**config.mk**
```make
export PLATFORM = sky130hd
export DESIGN_NAME = rs_slot
export DESIGN_NICKNAME = d
export VERILOG_FILES = /design/src/ooo_pkg.sv /design/src/rs_slot.sv
export SDC_FILE = /design/constraint.sdc
export NUM_CORES = 1
export LEC_CHECK = 0
export ABC_AREA = 1
export CORE_UTILIZATION = 40
export CTS_BUF_LIST = sky130_fd_sc_hd__clkbuf_16
export DETAILED_ROUTE_END_ITERATION = 8
export DONT_BUFFER_PORTS = 1
export SLEW_MARGIN = 20
export SYNTH_ARGS = -nofsm -noshare
export SYNTH_HDL_FRONTEND = slang
export SYNTH_SLANG_ARGS = --single-unit
```
**constraint.sdc**
```tcl
create_clock -name clk -period 6.1 [get_ports clk]
set_input_delay 1.83 -clock clk [delete_from_list [all_inputs] [get_ports clk]]
set_output_delay 1.83 -clock clk [all_outputs]
set_load 0.05 [all_outputs]
```
**src/ooo_pkg.sv**
```systemverilog
package ooo_pkg;

    // datapath and tag widths
    localparam int XLEN          = 32;
    localparam int PHYS_REG_BITS = 6;
    localparam int NUM_PHYS_REGS = 64;

    // reservation-station window depth
    localparam int NUM_RS_SLOTS  = 4;

    typedef logic [XLEN-1:0]          word_t;     // operand or result
    typedef logic [PHYS_REG_BITS-1:0] phys_tag_t; // physical register tag
    typedef logic [2:0]               alu_op_t;   // alu opcode

    // alu opcodes, as encoded in the operation stream
    localparam alu_op_t ALU_ADD = 3'd0;
    localparam alu_op_t ALU_SUB = 3'd1;
    localparam alu_op_t ALU_AND = 3'd2;
    localparam alu_op_t ALU_OR  = 3'd3;
    localparam alu_op_t ALU_XOR = 3'd4;

    // life of one reservation-station entry
    typedef enum logic [1:0] {
        SLOT_FREE,  // empty, can take an operation
        SLOT_WAIT,  // holding, at least one operand missing
        SLOT_READY  // operands complete, requesting the cdb
    } slot_state_t;

endpackage : ooo_pkg

```
**src/rs_slot.sv**
```systemverilog
`timescale 1ns/1ps

module rs_slot
import ooo_pkg::*;
(
    input   logic       clk,
    input   logic       rst,

    // load from the dispatch stage
    input   logic       load_i,
    input   alu_op_t    op_i,
    input   phys_tag_t  ps1_i,
    input   phys_tag_t  ps2_i,
    input   phys_tag_t  pd_i,
    input   word_t      src1_val_i,
    input   word_t      src2_val_i,
    input   logic       src1_ready_i,
    input   logic       src2_ready_i,

    // broadcast snooped for wake-up
    input   logic       cdb_valid_i,
    input   phys_tag_t  cdb_pd_i,
    input   word_t      cdb_value_i,

    // bus request and grant
    input   logic       grant_i,
    output  logic       busy_o,
    output  logic       req_o,
    output  phys_tag_t  pd_o,
    output  word_t      result_o
);

    slot_state_t    state;

    alu_op_t        op_q;
    phys_tag_t      ps1_q;
    phys_tag_t      ps2_q;
    phys_tag_t      pd_q;
    word_t          val1_q;
    word_t          val2_q;
    logic           rdy1_q;
    logic           rdy2_q;

    logic           hit1;
    logic           hit2;

    // tag match on a still-missing operand
    assign hit1 = (state == SLOT_WAIT) && cdb_valid_i && !rdy1_q && (cdb_pd_i == ps1_q);
    assign hit2 = (state == SLOT_WAIT) && cdb_valid_i && !rdy2_q && (cdb_pd_i == ps2_q);

    always_ff @(posedge clk) begin
        if (rst) begin
            state  <= SLOT_FREE;
            rdy1_q <= 1'b0;
            rdy2_q <= 1'b0;
        end else begin
            case (state)
                SLOT_FREE: begin
                    if (load_i) begin
                        rdy1_q <= src1_ready_i;
                        rdy2_q <= src2_ready_i;
                        state  <= (src1_ready_i && src2_ready_i) ? SLOT_READY : SLOT_WAIT;
                    end
                end
                SLOT_WAIT: begin
                    if (hit1) rdy1_q <= 1'b1;
                    if (hit2) rdy2_q <= 1'b1;
                    if (rdy1_q && rdy2_q) state <= SLOT_READY;  // one edge after capture
                end
                SLOT_READY: begin
                    if (grant_i) state <= SLOT_FREE;            // broadcast goes out now
                end
                default: state <= SLOT_FREE;
            endcase
        end
    end

    // operation payload and captured operands
    always_ff @(posedge clk) begin
        if (load_i) begin
            op_q   <= op_i;
            ps1_q  <= ps1_i;
            ps2_q  <= ps2_i;
            pd_q   <= pd_i;
            val1_q <= src1_val_i;
            val2_q <= src2_val_i;
        end else begin
            if (hit1) val1_q <= cdb_value_i;
            if (hit2) val2_q <= cdb_value_i;
        end
    end

    always_comb begin
        case (op_q)
            ALU_ADD: result_o = val1_q + val2_q;
            ALU_SUB: result_o = val1_q - val2_q;
            ALU_AND: result_o = val1_q & val2_q;
            ALU_OR:  result_o = val1_q | val2_q;
            ALU_XOR: result_o = val1_q ^ val2_q;
            default: result_o = '0;
        endcase
    end

    assign busy_o = (state != SLOT_FREE);
    assign req_o  = (state == SLOT_READY);
    assign pd_o   = pd_q;

endmodule : rs_slot

```
Word-level counts from Yosys, hierarchy flattened
Index checks and enable logic that the tools add are counted.

word-level totals
  output and inout bits = 40
  input port bits = 130
  word-level logic and storage cells = 61
  register bits after elaboration = 89

operators by class
  reductions and logical operators = 18
  bitwise operators = 3
  add/subtract/negate cells = 2
  muxes and demuxes = 16
  equal/unequal tests = 13

operator list
  kind                                                   number
  one-hot mux 32 bit (5 select lines)                    1
  2-to-1 mux 32 bit                                      4
  adder 32 bit                                           1
  AND 32 bit                                             1
  bitwise OR 32 bit                                      1
  subtractor 32 bit                                      1
  XOR 32 bit                                             1
  equality test 6 bit                                    2
  AND reduction 3 bit                                    3
  2-to-1 mux 2 bit                                       4
  inequality test 2 bit, second input constant           4
  nonzero test 2 bit                                     4
  logical AND 1 bit                                      7
  equality test 3 x 2 -> 1 bit, second input constant    2
  one-hot mux 2 bit (3 select lines)                     1
  2-to-1 mux 1 bit                                       4
  one-hot mux 1 bit (2 select lines)                     2
  equality test 3 x 1 -> 1 bit, second input constant    1
  equality test 3 bit, second input constant             1
  logical NOT 3 bit                                      1
  equality test 2 x 1 -> 1 bit, second input constant    1
  equality test 2 bit, second input constant             1
  logical NOT 1 bit                                      2
  logical NOT 2 bit                                      1
  inequality test 2 x 1 -> 1 bit, second input constant  1

Logic depth before layout (Yosys ltp)
Gate-level depths: netlist (run 1).

  depth in word-level cells = 6
  depth in mapped cells = 24
  mapped depth without buffers = 24

Worst setup path before layout (run 1)
No wires, ideal clock.

  path type = register -> output
  from = reg val2_q[0]
  to = out result_o[17]
  stages on the path, launching flop included = 19
  required time = 4.270 ns
  arrival = 3.426 ns
  path buffers = 0
  slack = 0.844 ns
  path through = edfxtp_1 inv_1 ha_1 nand3_2 nor2_2 nand3_2 o21ai_4 nand2_1 xor2_1 ha_1 nand2_1 inv_1 nand2_1 inv_1 a21oi_1 nand3_1 nand2_1 inv_1 o21ai_0

on the way
  longest elaborated chain between the ends = 2
  elaborated cells between the ends (all ways) = 3
  classes of those cells = add/sub: 2; mux: 1

RTL lines
  what                                                      line                          RTL
  start, declared                                           rs_slot.sv:40                 word_t val2_q;
  start signal, assigned                                    rs_slot.sv:86                 val2_q <= src2_val_i;
  start signal, assigned                                    rs_slot.sv:89                 if (hit2) val2_q <= cdb_value_i;
  subtractor 32 bit / adder 32 bit (equally long branches)  rs_slot.sv:96, rs_slot.sv:95
  one-hot mux 32 bit (5 select lines) *                     rs_slot.sv:94                 case (op_q)
  end, declared                                             rs_slot.sv:30                 output word_t result_o

Mark *: on every way between the ends. The rest lies on a longest branch, timed or not.

Worst setup path after layout (run 1)
  from = reg op_q[2]
  to = out result_o[26]

on the way
  longest elaborated chain between the ends = 2
  elaborated cells between the ends (all ways) = 6
  classes of those cells = eq/ne: 4; mux: 1; reduce/logical: 1

RTL lines
  what                                               line           RTL
  start, declared                                    rs_slot.sv:35  alu_op_t op_q;
  start signal, assigned                             rs_slot.sv:81  op_q <= op_i;
  equality test 3 bit, or another cell as far along  rs_slot.sv:94
  one-hot mux 32 bit (5 select lines) *              rs_slot.sv:94

Marked as above.

==> results.sh, run 1 <==
export IMPL_wl_um=24370
export IMPL_antenna_found_initial=1
export IMPL_vias_per_cell=5.126
export IMPL_ys_warn_count=0
export IMPL_die_width_um=149.1
export IMPL_p_per_area_mw_per_mm2=233.4
export IMPL_top_usage_layer="met2"
export IMPL_vdd_drop_max_mv=0.1948
export IMPL_vias=8017
export IMPL_ctsHoldBuffers=0
export IMPL_period_needed_ns=5.642
export IMPL_finalSetupViolations=0
export IMPL_layout_drive_gt1_share=0.07060
export IMPL_fillers=2113
export IMPL_ys_seq_elements=89
export IMPL_use_met2=0.3637
export IMPL_fmax_mhz=177.2
export IMPL_ys_seq_area_frac=0.3040
export IMPL_rsz0062_at_grt="false"
export IMPL_path_clk_slew_ns=0.06
export IMPL_clk_latency_ns=0.34
export IMPL_cp_max_fo=16
export IMPL_outcome="finished, final reports clean"
export IMPL_power_leakage_nw=5.062
export IMPL_initial_utilization=0.4093
export IMPL_grt_first_pass_wirelength_um=38360
export IMPL_met1_usage=0.3163
export IMPL_syn_instance_count=1260
export IMPL_drv_cap=0
export IMPL_grt_remaining_overflow=0
export IMPL_first_iter_violations=631
export IMPL_slew_viol_final=0
export IMPL_post_cts_setup_buffers=0
export IMPL_io_buffers=0
export IMPL_syn_avg_cell_area_um2=6.872
export IMPL_fin_crit_sh=0.9249
export IMPL_place_gp_congestion=0.9377
export IMPL_path_class="reg -> out"
export IMPL_synthesis_area_mm2=0.008658
export IMPL_cts_tree="built"
export IMPL_cp_required_ns=4.27
export IMPL_hold_viol=0
export IMPL_fin_ws_ns=0.4579
export IMPL_grt_max_degree=89
export IMPL_syn2layout_area_growth_pct=11.56
export IMPL_nets=1511
export IMPL_row_count=53
export IMPL_skew_ns=0.008389
export IMPL_firstDrtPassIters=5
export IMPL_worstMarginPinSlew_ns=1.073
export IMPL_num_io_pins=170
export IMPL_cp_end_kind="output port"
export IMPL_h_tree_depth=3
export IMPL_pre_cts_ws_ns=0.8418
export IMPL_cts_buffers=9
export IMPL_clockBufferDepth=2
export IMPL_grt_pass1_vias=7493
export IMPL_relSlewSlack=0.2815
export IMPL_die_y_um=149.1
export IMPL_dpl_cell_count=1548
export IMPL_start_kind="register"
export IMPL_gr_usage_met3=0.02691
export IMPL_clock_sinks=89
export IMPL_drtAntennaViolNets=0
export IMPL_hpwl_um=20080
export IMPL_n_antenna_cell=0
export IMPL_wl_per_cell_um=15.58
export IMPL_ys_types=44
export IMPL_fp_coreArea_mm2=0.02115
export IMPL_setup_tns_ns=0
export IMPL_dieArea_mm2=0.02224
export IMPL_final_util=0.4566
export IMPL_drc=0
export IMPL_cts_root_buf="clkbuf_16"
export IMPL_grtUsageTotal=0.2253
export IMPL_cts_resized_gates=0
export IMPL_worstPathArrival_ns=3.81
export IMPL_fin_cells=1564
export IMPL_syn_num_nets=1487
export IMPL_hp_class="reg -> reg"
metrics by stage:
stage	hold slack, ns	cell area (um2)	power [mW]
global placement	0.4777	9397	1.763
CTS	0.4989	9659	2.262
global route	0.5197	9659	2.398
floorplan	0.4456	8658	1.468
finish	0.4991	9659	2.255
detailed placement	0.4876	9397	1.773
critical path, stage by stage (launching register included):
cell      delay, ns
edfxtp_1       0.50
nor2_2         0.17
nand2_1        0.35
buf_4          0.35
nand2_1        0.12
nand3_1        0.11
xor2_1         0.16
ha_1           0.38
nand2_1        0.16
nor2_1         0.25
nand2_1        0.14
nor3_1         0.15
nand2_1        0.15
nand2_1        0.10
nand2_1        0.05
nand3_1        0.06
nand2_1        0.09
buf_12         0.18
per-layer routing:
metal	share of wire	vias to the layer above
met1	0.47	3607
met2	0.45	305
met4	0.017	2
met3	0.058	26
met5	0.00041	-
li1	-	4077
synthesized netlist by cell type, drive strengths merged:
library cell    n  area share
nor2          114       0.054
a21oi          31       0.018
clkinv          1     0.00043
a21o            2      0.0017
edfxtp         85        0.29
nand3b         12       0.010
clkbuf         13      0.0056
a21boi          3      0.0026
o21a            3      0.0026
o21bai          4      0.0035
dfxtp           4      0.0092
o2111ai         8      0.0081
nand3          58       0.035
buf            12      0.0081
nor3           12      0.0081
o31ai           1     0.00087
o211ai          1     0.00087
or2             7      0.0051
xor2           28       0.028
inv           200       0.087
nand4          16       0.012
a221oi         21       0.021
o21ai          32       0.020
ha             96        0.14
nand2         487        0.21
fa              1      0.0023
xnor2           1      0.0010
o22ai           2      0.0014
nor3b           1      0.0014
nor4            4      0.0036
state kept, by name (all words and copies together) (netlist names):
register,flops
op_q,3
pd_o,6
ps1_q,6
ps2_q,6
rdy1_q,1
rdy2_q,1
state,2
val1_q,32
val2_q,32
path summary, 6_finish.rpt:
kind                            slack (ns)            to     start  depth (start not counted)
worst max register to register        4.18     val1_q[0]  state[1]                          8
worst min-delay path                  0.50        rdy2_q    rdy2_q                          2
worst max-delay path                  0.46  result_o[26]   op_q[2]                         17
worst min register to register        0.50        rdy2_q    rdy2_q                          2
layout by cell type, fill, tap and decap left out, types with 2 or more instances in the layout:
| cell type | synthesis | routed |
|---|---|---|
| o21ai_2 | 1 | 2 |
| o21a_1 | 3 | 3 |
| nand3b_1 | 12 | 12 |
| nand2_2 | 8 | 8 |
| nand3_1 | 55 | 55 |
| inv_2 | 4 | 5 |
| a221oi_1 | 21 | 21 |
| nor4_1 | 3 | 3 |
| o21bai_1 | 4 | 4 |
| inv_1 | 196 | 195 |
| o22ai_1 | 2 | 2 |
| clkinv_2 | 0 | 2 |
| or2_2 | 7 | 7 |
| nor2_1 | 106 | 106 |
| buf_4 | 0 | 21 |
| o21ai_0 | 26 | 20 |
| o2111ai_1 | 8 | 8 |
| dfxtp_1 | 4 | 4 |
| xor2_1 | 28 | 28 |
| buf_12 | 0 | 17 |
| edfxtp_1 | 85 | 85 |
| o21ai_1 | 4 | 9 |
| nor3_2 | 2 | 2 |
| a21boi_0 | 3 | 3 |
| nor2_2 | 6 | 6 |
| ha_1 | 96 | 96 |
| nand2_1 | 478 | 478 |
| clkbuf_16 | 0 | 9 |
| clkinv_1 | 1 | 4 |
| a21oi_1 | 31 | 31 |
| a21o_1 | 2 | 2 |
| nand3_2 | 3 | 3 |
| nand4_1 | 16 | 16 |
| nor3_1 | 10 | 10 |
kinds of logic (layout without fill, tap and decap cells):
logic type,count (synthesis),in the layout,synth area share
AO/OA/AOI/OAI,108,108,0.08107
flip-flops,89,89,0.3040
adder cells (fa/ha/maj),97,97,0.1410
AND/OR/NAND/NOR,711,711,0.3436
buffers and inverters,226,255,0.1009
XOR/XNOR,29,29,0.02934
final cells by class:
class / count / area [um2] / area share
Sequential cell: 89 / 2633 / 0.2725
Timing Repair Buffer: 38 / 498.0 / 0.05155
Clock inverter: 7 / 37.54 / 0.003886
Tap cell: 275 / 344.1 / 0.03562
Multi-Input combinational cell: 945 / 5167 / 0.5350
Inverter: 201 / 754.5 / 0.07811
Clock buffer: 9 / 225.2 / 0.02332
where the power goes:
part           switching (mW)  internal (mW)  total, mW
Clock                   0.217          0.271      0.487
Sequential             0.0662          0.731      0.798
Combinational           0.639          0.331      0.970
Total                   0.922           1.33       2.25
No activity file was read; power rests on OpenSTA's default activity.
==> inputs of run 2 (changes only) <==
--- a/config.mk
+++ b/config.mk
@@ -10,6 +10,8 @@
 export CTS_BUF_LIST = sky130_fd_sc_hd__clkbuf_16
 export DETAILED_ROUTE_END_ITERATION = 8
 export DONT_BUFFER_PORTS = 1
+export PLACE_DENSITY = 0.59
+export REMOVE_ABC_BUFFERS = 1
 export SLEW_MARGIN = 20
 export SYNTH_ARGS = -nofsm -noshare
 export SYNTH_HDL_FRONTEND = slang
==> results.sh, run 2 (synthesis gave the netlist of run 1 again) <==
export IMPL_outcome="finished, final reports clean"
export IMPL_die_width_um=149.1
export IMPL_num_io_pins=170
export IMPL_hold_viol=0
export IMPL_clock_sinks=89
export IMPL_skew_ns=0.01107
export IMPL_cp_max_fo=5
export IMPL_clockBufferDepth=2
export IMPL_post_cts_setup_buffers=0
export IMPL_setup_tns_ns=0
export IMPL_design_area_mm2=0.009714
export IMPL_drtAntennaViolNets=0
export IMPL_final_util=0.4592
export IMPL_drc=0
export IMPL_layout_drive_gt1_share=0.07209
export IMPL_place_gp_congestion=0.9433
export IMPL_relSlewSlack=0.2839
export IMPL_grtUsageTotal=0.2383
export IMPL_grt_first_pass_wirelength_um=40230
export IMPL_finalSetupViolations=0
export IMPL_worstMarginPinSlew_ns=1.069
export IMPL_critical_path_top_delay_family="simple AND/OR/NAND/NOR gates"
export IMPL_clk_latency_ns=0.36
export IMPL_swShare=0.4144
export IMPL_ctsHoldBuffers=0
export IMPL_initial_utilization=0.4093
export IMPL_vias_per_cell=5.039
export IMPL_final_cell_mix="nand2_1, inv_1, nor2_1, ha_1, edfxtp_1"
export IMPL_cp_slowest_stage_delay_ns=0.43
export IMPL_cp_required_ns=4.27
export IMPL_grt_max_degree=89
export IMPL_cp_slowest_cell="edfxtp_1"
export IMPL_firstDrtPassIters=5
export IMPL_path_class="reg -> out"
export IMPL_power_leakage_nw=5.088
export IMPL_path_cells="inv_1, ha_1, nand3_2, nor2_2, nand3_2, nor4_2, nand2_1, nand3_1, nand2_1, ha_1, nand2_1, nor2_1, nand2_1, nand3b_1, nand3_1, nand3_1, nand2_1, buf_12"
export IMPL_period_needed_ns=5.756
export IMPL_n_antenna_cell=0
export IMPL_antenna_found_initial=0
export IMPL_grt_remaining_overflow=0
export IMPL_first_iter_violations=409
export IMPL_cp_common_cell="nand2_1"
export IMPL_pwr_share_clk=0.254
export IMPL_vias=7886
export IMPL_power_report_internal_total_mw=1.385
export IMPL_syn2layout_area_growth_pct=12.20
export IMPL_p_per_area_mw_per_mm2=243.4
export IMPL_crit_buf_inv=2
export IMPL_p_sw_mw=0.9797
export IMPL_slew_viol_final=0
export IMPL_hpwl_um=19820
export IMPL_drv_cap=0
export IMPL_grt_pass1_vias=7738
export IMPL_path_clk_slew_ns=0.08
export IMPL_wl_per_cell_um=16.06
export IMPL_row_count=53
export IMPL_die_y_um=149.1
export IMPL_p_seq_frac=0.334
export IMPL_io_buffers=0
export IMPL_start_kind="register"
export IMPL_fmax_mhz=173.7
export IMPL_largestRegisters="val1_q: 32 flops, val2_q: 32 flops"
export IMPL_dieArea_mm2=0.02224
export IMPL_worstPathArrival_ns=3.93
export IMPL_fp_coreArea_mm2=0.02115
export IMPL_cts_root_buf="clkbuf_16"
export IMPL_hold_slack_ns=0.4877
export IMPL_dpl_cell_area_mm2=0.009412
export IMPL_nets=1512
export IMPL_cts_resized_gates=0
export IMPL_fin_crit_sh=0.9437
export IMPL_cts_buffers=9
export IMPL_cp_end_kind="output port"
export IMPL_h_tree_depth=3
export IMPL_rsz0062_at_grt="false"
export IMPL_comb_power_share=0.412
export IMPL_cts_tree="built"
export IMPL_mostFrequentLayoutCell="nand2_1"
export IMPL_hp_class="reg -> reg"
export IMPL_vdd_drop_max_mv=0.1354
export IMPL_wl_um=25130
## run 2: changes by cell type in the layout (fill, tap and decap cells not counted), sizes merged
cell      delta
inv          +4
clkinvlp     +1
clkinv       -6
buf          +1
bufinv       +1
## run 2: layout make-up
cell class | count | area, um2
Fill cell | 2166 | 11440
Clock buffer | 9 | 225.2
Timing Repair Buffer | 39 | 505.5
Inverter | 201 | 754.5
Multi-Input combinational cell | 945 | 5175
Clock inverter | 7 | 77.57
Tap cell | 275 | 344.1
Sequential cell | 89 | 2633
## run 2: final timing paths
| kind | start | endpoint | slack (ns) | cells past startpoint |
|---|---|---|---|---|
| worst max-delay path | val2_q[0] | result_o[25] | 0.34 | 18 |
| worst min-delay path | rdy1_q | rdy1_q | 0.49 | 2 |
| worst max register to register | state[1] | val1_q[30] | 4.15 | 8 |
| worst min register to register | rdy1_q | rdy1_q | 0.49 | 2 |
## run 2: worst min-delay path, delay by kind of cell (launching register included)
kind                   cells  cell delay [ns]
DFF                        1             0.32
buffers and inverters      1             0.07
AOI/OAI and AO/OA          1             0.06
## run 2: layer usage
metal	GRT usage	share of wire	up-vias
li1	-	-	4071
met1	0.3229	0.48	3567
met2	0.3784	0.44	225
met3	0.05413	0.065	23
met4	0.06633	0.019	0
met5	0	0	-
## run 2: per-stage QoR
| step | instances | worst slack [ns] | power (mW) |
|---|---|---|---|
| after floorplan | 1235 | -0.1225 | 1.457 |
| after global placement | 1549 | 0.7342 | 1.771 |
| after detailed placement | 1549 | 0.7001 | 1.773 |
| after CTS | 1565 | 0.2856 | 2.392 |
| after global routing | 1565 | 0.01254 | 2.526 |
| final | 1565 | 0.3437 | 2.364 |
## run 2: power by group through the flow
stage	clock network, mW	registers, mW	logic, mW
floorplan	0	0.787	0.670
global placement	0	0.803	0.968
detailed placement	0	0.803	0.970
CTS	0.627	0.790	0.975
global route	0.646	0.798	1.08
finish	0.602	0.790	0.973
