===== src/ooo_pkg.sv =====
package ooo_pkg;

    // datapath and tag widths
    localparam int XLEN          = 32;
    localparam int PHYS_REG_BITS = 6;
    localparam int NUM_PHYS_REGS = 64;

    // reservation-station window depth
    localparam int NUM_RS_SLOTS  = 4;

    typedef logic [XLEN-1:0]          word_t;     // operand or result
    typedef logic [PHYS_REG_BITS-1:0] phys_tag_t; // physical register tag
    typedef logic [2:0]               alu_op_t;   // alu opcode

    // alu opcodes, as encoded in the operation stream
    localparam alu_op_t ALU_ADD = 3'd0;
    localparam alu_op_t ALU_SUB = 3'd1;
    localparam alu_op_t ALU_AND = 3'd2;
    localparam alu_op_t ALU_OR  = 3'd3;
    localparam alu_op_t ALU_XOR = 3'd4;

    // life of one reservation-station entry
    typedef enum logic [1:0] {
        SLOT_FREE,  // empty, can take an operation
        SLOT_WAIT,  // holding, at least one operand missing
        SLOT_READY  // operands complete, requesting the cdb
    } slot_state_t;

endpackage : ooo_pkg


===== src/cdb_arbiter.sv =====
`timescale 1ns/1ps

module cdb_arbiter
import ooo_pkg::*;
(
    input   logic                               clk,
    input   logic                               rst,

    // requests and payload from every slot
    input   logic       [NUM_RS_SLOTS-1:0]      req_i,
    input   phys_tag_t  [NUM_RS_SLOTS-1:0]      slot_pd_i,
    input   word_t      [NUM_RS_SLOTS-1:0]      slot_result_i,
    output  logic       [NUM_RS_SLOTS-1:0]      grant_o,

    // registered broadcast
    output  logic                               cdb_valid_o,
    output  phys_tag_t                          cdb_pd_o,
    output  word_t                              cdb_value_o
);

    phys_tag_t  sel_pd;
    word_t      sel_value;

    // fixed priority, slot 0 wins
    always_comb begin
        logic found;
        found     = 1'b0;
        grant_o   = '0;
        sel_pd    = '0;
        sel_value = '0;
        for (int i = 0; i < NUM_RS_SLOTS; i++) begin
            if (req_i[i] && !found) begin
                grant_o[i] = 1'b1;
                sel_pd     = slot_pd_i[i];
                sel_value  = slot_result_i[i];
                found      = 1'b1;
            end
        end
    end

    always_ff @(posedge clk) begin
        if (rst) begin
            cdb_valid_o <= 1'b0;
        end else begin
            cdb_valid_o <= |grant_o;    // low in any cycle without a winner
        end
    end

    always_ff @(posedge clk) begin
        if (|grant_o) begin
            cdb_pd_o    <= sel_pd;
            cdb_value_o <= sel_value;
        end
    end

endmodule : cdb_arbiter


===== config.mk =====
export PLATFORM = sky130hd
export DESIGN_NAME = cdb_arbiter
export DESIGN_NICKNAME = d
export VERILOG_FILES = /design/src/ooo_pkg.sv /design/src/cdb_arbiter.sv
export SDC_FILE = /design/constraint.sdc
export NUM_CORES = 1
export LEC_CHECK = 0
export BUFFER_PORTS_ARGS = -buffer_cell sky130_fd_sc_hd__buf_2
export CORE_AREA = 4 4 88 90
export DETAILED_ROUTE_END_ITERATION = 8
export DIE_AREA = 0 0 92 94
export GPL_TIMING_DRIVEN = 0
export PLACE_DENSITY = 0.76
export SLEW_MARGIN = 10
export SYNTH_ARGS = -nofsm -noshare
export SYNTH_HDL_FRONTEND = slang
export SYNTH_SLANG_ARGS = --single-unit

===== constraint.sdc =====
create_clock -name clk -period 1.44 [get_ports clk]
set_input_delay 0 -clock clk [delete_from_list [all_inputs] [get_ports clk]]
set_output_delay 0 -clock clk [all_outputs]
set_load 0.005 [all_outputs]

# Yosys cells after proc, flatten, opt, wreduce, memory -nomap -nowiden
# Index checks and enable logic that the tools add are counted.
# word_totals
register_bits	39
inputBits	158
out_inout_bits	43
word_cells	24
# op_classes
n_mux	14
reduce_logical	7
# op_table
operator	count
32-bit 2-to-1 mux	4
6-bit 2-to-1 mux	4
1-bit 2-to-1 mux	6
4-bit OR reduction	1
1-bit logical AND	3
1-bit logical NOT	3

# Logic depth before layout (Yosys ltp)
# Gate-level depths: netlist of run 1.
# logic_depth
depth_word	11
depth_mapped	7
ltp_nobuf	4

# Worst setup path after synthesis of run 1
# No wires, ideal clock.
# synth_path
path_kind	input-to-reg
from	input req_i[0]
to	register cdb_pd_o[0] (enable)
setup_ns	0.450
arrival_time_ns	1.104
required_ns	0.990
path_slack_ns	-0.114
stages	2
path_buffers	1
path_cell_list	buf_6 -> or4_1
# synth_via
elab_chain_len	11
elab_cells_between_ends	13
cone_classes	6 x mux; 7 x reduce/logical
# synth_lines
element	line_no	source
from (decl)	cdb_arbiter.sv:10	input logic [NUM_RS_SLOTS-1:0] req_i,
1-bit 2-to-1 mux (*)	cdb_arbiter.sv:32	if (req_i[i] && !found) begin
1-bit logical NOT	cdb_arbiter.sv:32	
1-bit logical AND	cdb_arbiter.sv:32	
1-bit 2-to-1 mux	cdb_arbiter.sv:32	
1-bit logical NOT	cdb_arbiter.sv:32	
1-bit logical AND	cdb_arbiter.sv:32	
1-bit 2-to-1 mux	cdb_arbiter.sv:32	
1-bit logical NOT	cdb_arbiter.sv:32	
1-bit logical AND	cdb_arbiter.sv:32	
1-bit 2-to-1 mux	cdb_arbiter.sv:32	
4-bit OR reduction (*)	cdb_arbiter.sv:50	if (|grant_o) begin
to (signal assigned)	cdb_arbiter.sv:51	cdb_pd_o <= sel_pd;
to (decl)	cdb_arbiter.sv:17	output phys_tag_t cdb_pd_o,
# Every way passes the cells marked *; elsewhere a longest branch is shown, timed or not.
# A chain may end at the register's enable or synchronous reset.

# Worst setup path after layout of run 1
# layout_path
from	input req_i[1]
to	output grant_o[1]
# layout_via
elab_chain_len	2
# layout_lines
element	line_no	source
1-bit logical AND	cdb_arbiter.sv:32	
1-bit 2-to-1 mux	cdb_arbiter.sv:32	
to (decl)	cdb_arbiter.sv:13	output logic [NUM_RS_SLOTS-1:0] grant_o,
# No other way between the ends.

==> reports/results.tsv, run 1 <==
stage	metric	value	unit
run_status	outcome	finished, final reports clean	
worst_setup_path	Worst Path Buf+Inv	4	
final_layout	Antenna Cells	0	
yosys	fraction of synthesized cell area taken by the top area cell type	47.4	%
route	DR vias	2997	
power	final total power	3.10	mW
yosys	Yosys reg bits	39	
clock_tree	total of hold buffers inserted after clock tree synthesis	25	
grt	wire length of the first global-routing pass	13700	um
clock_tree	post-CTS sizing	0	
route	violation count after the first detailed-routing iteration	109	
clock_tree	setup bufs post-CTS	0	
placement	IO buf count	199	
floorplan	y dimension of the die	94	um
worst_setup_path	top fanout value on the critical path	10	
route	first drt pass iteration count	4	
power	net switching power	766	uW
worst_hold_path	worst hold endpoint	cdb_value_o[11]	
worst_setup_path	delay of the slowest critical-path stage	0.42	ns
worst_setup_path	critical-path cell list	buf_2, clkbuf_1, buf_2, nor2b_1, buf_2	
worst_setup_path	Worst path slowest cell	sky130_fd_sc_hd__clkbuf_1	
power	proportion of total power due to net switching	24.7	%
grt	GR Util All Layers	20.2	%
route	average routed wire per standard cell	15.6	um
sta	setup repair after global routing missed its margin	false	
yosys	share of the yosys chip area belonging to registers	48.2	%
yosys	average footprint of a synthesized cell	9.23	um^2
floorplan	count of pins on the block boundary	201	
sta	Max Slew Vio Count	0	
yosys	top cell type by total area after synthesis	sky130_fd_sc_hd__edfxtp_1	
final_layout	fraction of layout cells with a size suffix above 1	45.4	%
placement	cell total after placement	559	
worst_setup_path	arrival time of the worst setup path	1.19	ns
floorplan	die boundary width	92	um
worst_hold_path	depth of the worst hold-timing path	3	
placement	pre-CTS setup slack	-0.0648	ns
floorplan	Total Die Area	8650	um^2
power	combinational power share	24.8	%
final_layout	post-route non-filler standard cell count	592	
sta	Worst Max-Slew Pin Slew	0.528	ns
sta	worst hold margin	0.00609	ns
clock_tree	CTS buffer count	5	
clock_tree	sink count of the clock tree	39	
yosys	instance count of the mapped netlist	261	
power	power density over cell area	796	nW/um^2
sta	maximum clock frequency	842	MHz
final_layout	total number of nets in the final design	650	
floorplan	Core ar.	7060	um^2
power	leakage power	1.79	nW
worst_setup_path	nature of the critical path endpoint	primary output	
run	total of max-cap violations	0	
worst_setup_path	CP startpoint kind	primary input	
route	wirelength, routed	9230	um
sta	time the final worst path needs with I/O delays and setup	1.19	ns
placement	last weighted congestion value of the routability-driven placer	0.755	
power	part of the total power dissipated in sequential elements	46.2	%
worst_hold_path	worst min path class	primary input to flip-flop	
worst_setup_path	data required time at the worst endpoint	1.44	ns
grt	vias in the first global route	2876	
clock_tree	clock tree from TritonCTS	done	
floorplan	# rows	31	
clock_tree	maximum buffer depth of the clock tree	2	
yosys	Post-Syn Nets	419	
sta	worst-case setup margin in the final layout	0.253	ns
sta	final clock period utilization by the worst path	82.4	%
power	worst vdd ir	0.349	mV
power	fraction of power consumed by the clock network	29.1	%
route	Via-to-Cell Ratio	5.06	
clock_tree	H-tree depth	2	
worst_hold_path	worst hold path startpoint	slot_result_i[107]	
worst_setup_path	cell seen most often among critical-path stages	sky130_fd_sc_hd__buf_2	
yosys	YS warnings	0	
yosys	top cells by area, synth	sky130_fd_sc_hd__edfxtp_1 47%, sky130_fd_sc_hd__a221oi_1 14%, sky130_fd_sc_hd__nor2b_1 10%	
power	Internal Pwr Total	2.33	mW
sta	tightest slew margin relative to the limit	64.8	%
yosys	Distinct cells, synth	17	
sta	final hold violation count	0	
grt	total overflow reported by the global router	0	
worst_setup_path	crit-path leading delay family	buffers and inverters	
clock_tree	Worst-path clk slew	0.08	ns
grt	pin count of the biggest net entering global routing	40	
worst_setup_path	path type of the worst setup path	primary input to primary output	
grt	antenna violations before repair	0	
sta	final setup violation count	0	
final_layout	area overhead of the layout relative to synthesis	61.5	%
placement	placed wire-length estimate after detailed placement	6710	um
final_layout	fillers	676	
yosys	netlist area before placement	2410	um^2
route	remaining design rule violation count	0	
route	post-route antenna net violation count	0	
floorplan	initial standard-cell utilization of the core	34.1	%
clock_tree	Root Buffer Master	sky130_fd_sc_hd__clkbuf_8	
==> kinds of logic after synthesis <==
kind of cell | after synthesis | synth area share, %
and+or+nand+nor | 119 | 24.0
AOI/OAI and AO/OA | 76 | 21.7
DFF | 39 | 48.2
buffers and inverters | 27 | 6.13
==> stage by stage <==
stage / utilization, % / cell area (um^2) / setup TNS (ns)
floorplan: - / 2410 / 0
global placement: 50.1 / 3530 / -0.0568
detailed placement: 50.1 / 3530 / -0.332
CTS: 55.1 / 3890 / 0
global route: 55.1 / 3890 / 0
finish: 55.1 / 3890 / 0
==> layout by cell type (no fill, tap or decap), drive strengths merged, types with 2 or more instances in the layout <==
master | synthesis | layout
dlygate4sd3 | 0 | 25
nor2 | 38 | 38
buf | 15 | 214
o21ai | 38 | 38
nor2b | 40 | 40
nand2 | 38 | 38
a221oi | 38 | 38
edfxtp | 38 | 38
clkinv | 0 | 2
clkbuf | 11 | 16
==> final cells by class <==
| type | count | area [um^2] | share of cell area (%) |
|---|---|---|---|
| multi-input combinational | 195 | 1100 | 28.4 |
| inverter | 1 | 3.75 | 0.0965 |
| buffer | 26 | 144 | 3.70 |
| sequential | 39 | 1160 | 29.8 |
| timing repair buffer | 224 | 1250 | 32.0 |
| clock buffer | 5 | 68.8 | 1.77 |
| clock inverter | 3 | 38.8 | 0.997 |
| tap | 99 | 124 | 3.18 |
==> layer usage <==
layer	vias up	routed length (um)	GRT usage, %
met5	-	0	0
met4	0	239	7.30
met3	20	717	4.73
met2	165	4730	36.4
met1	1397	3540	23.3
li1	1415	-	-
==> synth_stat cells (all sizes together) <==
library cell and instances:
nor4b 1, nor2 38, buf 15, nor2b 40, nand2 38, or3b 1, edfxtp 38, or4 1
dfxtp 1, inv 1, clkbuf 11, o21ai 38, a221oi 38
==> state kept, by name (all words and copies together) (netlist names) <==
register and flops:
cdb_pd_o 6, cdb_valid_o 1, cdb_value_o 32
==> power groups by stage <==
stage / Combinational [mW] / Clock (mW) / Sequential [mW]
4_1_cts: 0.767 / 0.912 / 1.43
2_1_floorplan: 0.266 / 0 / 1.48
3_3_place_gp: 0.697 / 0 / 1.45
6_report: 0.767 / 0.901 / 1.43
3_5_place_dp: 0.715 / 0 / 1.46
5_1_grt: 0.841 / 0.966 / 1.44
==> how the worst max path moves through the flow <==
stage                         from               to  cells after the start
after floorplan           req_i[0]      cdb_pd_o[0]                      6
after global placement    req_i[2]  cdb_value_o[19]                      6
after detailed placement  req_i[2]  cdb_value_o[21]                      6
after CTS                 req_i[2]  cdb_value_o[21]                      6
after global routing      req_i[1]       grant_o[1]                      5
final                     req_i[1]       grant_o[1]                      5
(Power assumes the default switching activity.)
==> inputs of run 2 (changes only) <==
- clock period: 1.44 -> 1 ns (I/O delays scaled with it)
==> run 2 against run 1 <==
  * The run now ends with negative setup slack left
  * Hold slack got worse by 0.0026 ns
  * Combinational power grew 54%
  * Sequential cell count did not move
  * Clock power rose by 12%
  * Utilization up 1.6 points
  * First-iteration DRC count is 25% lower
  * Sequential share of layout area fell by 0.84 points
  * Global-route usage fell by 0.13 points
  * Critical endpoint is now cdb_value_o[24]
==> reports/results.tsv, run 2 (synthesized netlist as in run 1, its figures left out) <==
stage	metric	value	unit	change
clock_tree	sink count of the clock tree	39		unchanged
floorplan	die boundary width	92	um	unchanged
route	post-route antenna net violation count	0		unchanged
worst_setup_path	arrival time of the worst setup path	1.04	ns	was 1.19 ns
floorplan	initial standard-cell utilization of the core	34.1	%	unchanged
sta	tightest slew margin relative to the limit	53.6	%	was 64.8%
route	first drt pass iteration count	4		unchanged
placement	pre-CTS setup slack	-0.508	ns	was -0.0648 ns
placement	IO buf count	199		unchanged
power	final total power	4.25	mW	was 3.10 mW
clock_tree	Worst-path clk slew	0.07	ns	was 0.08 ns
final_layout	core utilization of the finished layout	56.7	%	was 55.1%
grt	GR Util All Layers	20.1	%	was 20.2%
worst_setup_path	path type of the worst setup path	primary input to flip-flop		was primary input to primary output
route	violation count after the first detailed-routing iteration	82		was 109
route	wirelength, routed	9200	um	was 9230 um
sta	final clock period utilization by the worst path	100	%	
route	remaining design rule violation count	0		unchanged
floorplan	Total Die Area	8650	um^2	unchanged
run	total of max-cap violations	0		unchanged
run_status	outcome	finished, violations left		was finished, final reports clean
sta	time the final worst path needs with I/O delays and setup	1.00	ns	
final_layout	total number of nets in the final design	647		was 650
worst_setup_path	critical-path cell list	buf_2, or3b_4, buf_8, buf_6, nor2_1, o21ai_1		was buf_2, clkbuf_1, buf_2, nor2b_1, buf_2
grt	wire length of the first global-routing pass	13800	um	was 13700 um
final_layout	post-route non-filler standard cell count	589		was 592
worst_hold_path	worst hold path startpoint	slot_result_i[105]		was slot_result_i[107]
sta	worst-case setup margin in the final layout	-0.00247	ns	was 0.253 ns
clock_tree	clock tree from TritonCTS	done		unchanged
floorplan	Core ar.	7060	um^2	unchanged
route	DR vias	2907		was 2997
floorplan	# rows	31		unchanged
final_layout	Largest register FFs	32		unchanged
final_layout	Antenna Cells	0		unchanged
final_layout	fraction of layout cells with a size suffix above 1	51.8	%	was 45.4%
final_layout	most flop-heavy register	cdb_value_o		unchanged
grt	antenna violations before repair	0		unchanged
worst_setup_path	CP startpoint kind	primary input		unchanged
worst_setup_path	timing startpoint of the critical path	req_i[1]		unchanged
final_layout	largest registers	cdb_value_o: 32 flops, cdb_pd_o: 6 flops, cdb_valid_o: 1 flops		unchanged
worst_setup_path	data required time at the worst endpoint	1.03	ns	was 1.44 ns
placement	placed wire-length estimate after detailed placement	6580	um	was 6710 um
worst_setup_path	Worst path slowest cell	sky130_fd_sc_hd__or3b_4		was sky130_fd_sc_hd__clkbuf_1
floorplan	count of pins on the block boundary	201		unchanged
final_layout	area overhead of the layout relative to synthesis	66.1	%	was 61.5%
grt	total overflow reported by the global router	0		unchanged
placement	last weighted congestion value of the routability-driven placer	0.775		was 0.755
worst_setup_path	top fanout value on the critical path	10		unchanged
worst_hold_path	worst min path class	primary input to flip-flop		unchanged
placement	cell total after placement	559		unchanged
sta	Max Slew Vio Count	0		unchanged
floorplan	y dimension of the die	94	um	unchanged
clock_tree	CTS buffer count	5		unchanged
sta	final hold violation count	0		unchanged
sta	setup repair after global routing missed its margin	true		was false
final_layout	leading cell type in the layout, fill and taps excluded	sky130_fd_sc_hd__buf_2		unchanged
worst_setup_path	nature of the critical path endpoint	flip-flop		was primary output
route	Via-to-Cell Ratio	4.94		was 5.06
run_status	failing checks	negative setup slack		
power	worst vdd ir	0.529	mV	was 0.349 mV
sta	maximum clock frequency	998	MHz	
power	leakage power	1.83	nW	was 1.79 nW
sta	final setup violation count	1		was 0
grt	pin count of the biggest net entering global routing	40		unchanged
worst_setup_path	delay of the slowest critical-path stage	0.41	ns	was 0.42 ns
sta	Worst Max-Slew Pin Slew	0.696	ns	was 0.528 ns
sta	setup tns final	-0.00247	ns	was 0 ns
grt	vias in the first global route	3024		was 2876
clock_tree	Root Buffer Master	sky130_fd_sc_hd__clkbuf_8		unchanged
clock_tree	maximum buffer depth of the clock tree	2		unchanged
power	power density over cell area	1060	nW/um^2	was 796 nW/um^2
final_layout	most used cells in the layout excluding fill and tap cells	202 x sky130_fd_sc_hd__buf_2, 40 x sky130_fd_sc_hd__nor2b_1, 38 x sky130_fd_sc_hd__nand2_1, 38 x sky130_fd_sc_hd__edfxtp_1, 29 x sky130_fd_sc_hd__a221oi_1		was 206 x sky130_fd_sc_hd__buf_2, 40 x sky130_fd_sc_hd__nor2b_1
clock_tree	H-tree depth	2		unchanged
route	average routed wire per standard cell	15.6	um	about the same
==> run 2: cell type report <==
class                   instances  area, um^2
fillers                       678        3060
inverters                       1        6.26
well taps                      99         124
flip-flops and latches         39        1160
clock buffers                   8        80.1
repair buffers                222        1240
plain buffers                  25         200
multi-input cells             195        1190
==> run 2: stage by stage <==
| stage | hold slack [ns] | cell area, um^2 |
|---|---|---|
| after floorplan | 0.0716 | 2440 |
| after global placement | 0.162 | 3560 |
| after detailed placement | 0.167 | 3560 |
| after CTS | 0.0000285 | 3890 |
| after global routing | 0.00461 | 4000 |
| final | 0.00346 | 4000 |
==> run 2: timing repair <==
| item | CTS | global route |
|---|---|---|
| endpoints found under the hold margin | 20 | 0 |
| setup buffers | 2 | 1 |
| gates resized for setup | 8 | 40 |
| pin swaps | 2 | 4 |
| hold buffers | 20 | 0 |
| setup endpoints to repair | 21 | 47 |
| gates cloned | 0 | 0 |
==> run 2: routing by layer <==
metal | routed length (um) | vias up | GRT usage, %
met5 | 0 | - | 0
met4 | 164 | 0 | 6.81
met3 | 670 | 13 | 4.25
met2 | 5060 | 141 | 39.4
met1 | 3300 | 1345 | 21.0
li1 | - | 1408 | -
==> run 2: final timing paths <==
check	depth (start not counted)	slack (ns)	to
worst max-delay path	6	-0.002	cdb_value_o[24]
worst min-delay path	3	0.003	cdb_value_o[9]
==> run 2: worst max-delay path, delay by kind of cell <==
kind / cells / cell delay [ns]
AOI/OAI and AO/OA: 1 / 0.08
buffers and inverters: 3 / 0.43
and+or+nand+nor: 2 / 0.52
==> run 2: power by group <==
part           internal, mW  switching (mW)
clock network         0.496           0.517
registers              2.02          0.0462
logic                 0.656           0.521
total                  3.17            1.08
==> inputs of run 3 (changes only) <==
- RECOVER_POWER: unset -> 100
==> run 3 against run 2 <==
  * The run now ends clean
  * Sequential share of layout area is 0.25 points higher
  * Clock power hardly changed
  * Hold slack worse by 0.00087 ns
  * Critical path type unchanged
  * Largest power group unchanged
==> reports/results.tsv, run 3 (synthesized netlist as in run 1, its figures left out) <==
stage	metric	value	unit	change
run_status	outcome	finished, final reports clean		was finished, violations left
final_layout	core utilization of the finished layout	56.2	%	was 56.7%
grt	antenna violations before repair	0		unchanged
clock_tree	CTS buffer count	5		unchanged
worst_setup_path	data required time at the worst endpoint	1.04	ns	was 1.03 ns
worst_hold_path	depth of the worst hold-timing path	3		unchanged
worst_setup_path	Worst path slowest cell	sky130_fd_sc_hd__or3b_4		unchanged
clock_tree	Root Buffer Master	sky130_fd_sc_hd__clkbuf_8		unchanged
power	leakage power	1.75	nW	was 1.83 nW
route	remaining design rule violation count	0		unchanged
final_layout	largest registers	cdb_value_o: 32 flops, cdb_pd_o: 6 flops, cdb_valid_o: 1 flops		unchanged
worst_setup_path	critical-path cell list	buf_2, or3b_4, buf_8, buf_6, nor2_1, o21ai_1		unchanged
sta	maximum clock frequency	1000	MHz	was 998 MHz
sta	setup repair after global routing missed its margin	true		unchanged
power	worst vdd ir	0.532	mV	was 0.529 mV
sta	tightest slew margin relative to the limit	53.6	%	about the same
sta	Worst Max-Slew Pin Slew	0.697	ns	was 0.696 ns
sta	final setup violation count	0		was 1
grt	pin count of the biggest net entering global routing	40		unchanged
final_layout	final instance area	3970	um^2	was 4000 um^2
worst_setup_path	arrival time of the worst setup path	1.03	ns	was 1.04 ns
sta	worst hold margin	0.00259	ns	was 0.00346 ns
grt	GR Util All Layers	20.1	%	unchanged
route	wirelength, routed	9180	um	was 9200 um
worst_setup_path	delay of the slowest critical-path stage	0.41	ns	about the same
placement	IO buf count	199		unchanged
worst_setup_path	nature of the critical path endpoint	flip-flop		unchanged
route	post-route antenna net violation count	0		unchanged
clock_tree	maximum buffer depth of the clock tree	2		unchanged
floorplan	initial standard-cell utilization of the core	34.1	%	unchanged
floorplan	# rows	31		unchanged
sta	setup tns final	0	ns	was -0.00247 ns
route	violation count after the first detailed-routing iteration	78		was 82
grt	vias in the first global route	3024		unchanged
route	DR vias	2912		was 2907
placement	cell total after placement	559		unchanged
sta	final hold violation count	0		unchanged
final_layout	Antenna Cells	0		unchanged
grt	total overflow reported by the global router	0		unchanged
floorplan	die boundary width	92	um	unchanged
final_layout	area overhead of the layout relative to synthesis	64.7	%	was 66.1%
placement	dpl cell area	3560	um^2	unchanged
worst_hold_path	worst min path class	primary input to flip-flop		unchanged
clock_tree	sink count of the clock tree	39		unchanged
power	power density over cell area	1060	nW/um^2	about the same
placement	placed wire-length estimate after detailed placement	6580	um	unchanged
worst_setup_path	CP startpoint kind	primary input		unchanged
final_layout	most used cells in the layout excluding fill and tap cells	175 x sky130_fd_sc_hd__buf_2, 40 x sky130_fd_sc_hd__nor2b_1, 38 x sky130_fd_sc_hd__nand2_1, 38 x sky130_fd_sc_hd__edfxtp_1, 32 x sky130_fd_sc_hd__clkbuf_1		was 202 x sky130_fd_sc_hd__buf_2, 40 x sky130_fd_sc_hd__nor2b_1, 38 x sky130_fd_sc_hd__nand2_1, 38 x sky130_fd_sc_hd__edfxtp_1, 29 x sky130_fd_sc_hd__a221oi_1
floorplan	Total Die Area	8650	um^2	unchanged
worst_setup_path	top fanout value on the critical path	10		unchanged
worst_setup_path	path type of the worst setup path	primary input to flip-flop		unchanged
clock_tree	Worst-path clk slew	0.07	ns	about the same
route	average routed wire per standard cell	15.6	um	about the same
route	Via-to-Cell Ratio	4.94		about the same
sta	final clock period utilization by the worst path	99.8	%	was 100%
final_layout	Largest register FFs	32		unchanged
final_layout	fraction of layout cells with a size suffix above 1	46.3	%	was 51.8%
sta	Max Slew Vio Count	0		unchanged
floorplan	y dimension of the die	94	um	unchanged
route	first drt pass iteration count	4		unchanged
floorplan	count of pins on the block boundary	201		unchanged
sta	time the final worst path needs with I/O delays and setup	0.998	ns	was 1.00 ns
clock_tree	H-tree depth	2		unchanged
clock_tree	clock tree from TritonCTS	done		unchanged
grt	wire length of the first global-routing pass	13800	um	unchanged
floorplan	Core ar.	7060	um^2	unchanged
final_layout	most flop-heavy register	cdb_value_o		unchanged
placement	last weighted congestion value of the routability-driven placer	0.775		unchanged
final_layout	leading cell type in the layout, fill and taps excluded	sky130_fd_sc_hd__buf_2		unchanged
final_layout	post-route non-filler standard cell count	589		unchanged
run	total of max-cap violations	0		unchanged
final_layout	total number of nets in the final design	647		unchanged
[run 3: layout make-up]
type,instances,area (um^2)
Multi-Input combinational cell,195,1190
Sequential cell,39,1160
Clock buffer,8,80.1
Tap cell,99,124
Timing Repair Buffer,222,1210
Inverter,1,6.26
Buffer,25,200
Fill cell,689,3090
[run 3: critical path, delay by kind of cell]
kind,cells,cell delay (ns)
and+or+nand+nor,2,0.51
AOI/OAI and AO/OA,1,0.08
buffers and inverters,3,0.43
[run 3: per-stage QoR]
stage | total power [mW] | setup slack [ns]
5_1_grt | 4.47 | -0.0336
3_5_place_dp | 3.14 | -0.508
6_report | 4.23 | 0.00216
2_1_floorplan | 2.53 | -0.151
4_1_cts | 4.23 | 0.00155
3_3_place_gp | 3.12 | -0.475
[run 3: timing repair]
action / in CTS / in global routing
endpoints found under the hold margin: 20 / 0
pin swaps: 2 / 4
resized for setup: 8 / 40
setup buffers: 2 / 1
endpoints found under the setup margin: 21 / 47
hold buffers: 20 / 0
[run 3: where the power goes]
part           leakage, nW  switching (mW)  internal [mW]
combinational         1.29           0.519          0.623
sequential           0.418          0.0501           2.02
clock               0.0395           0.521          0.496
[run 3: path summary, 6_finish.rpt]
kind                  slack (ns)               start              end
worst max-delay path       0.002            req_i[1]  cdb_value_o[24]
worst min-delay path       0.003  slot_result_i[105]   cdb_value_o[9]
[run 3: per-layer routing]
layer  up-vias  track usage, %  part of all wire, %
met5         -               0                    0
met4         0            6.81                  1.9
met3        15            4.25                  7.6
met2       143            39.4                   55
met1      1346            21.0                   36
li1       1408               -                    -
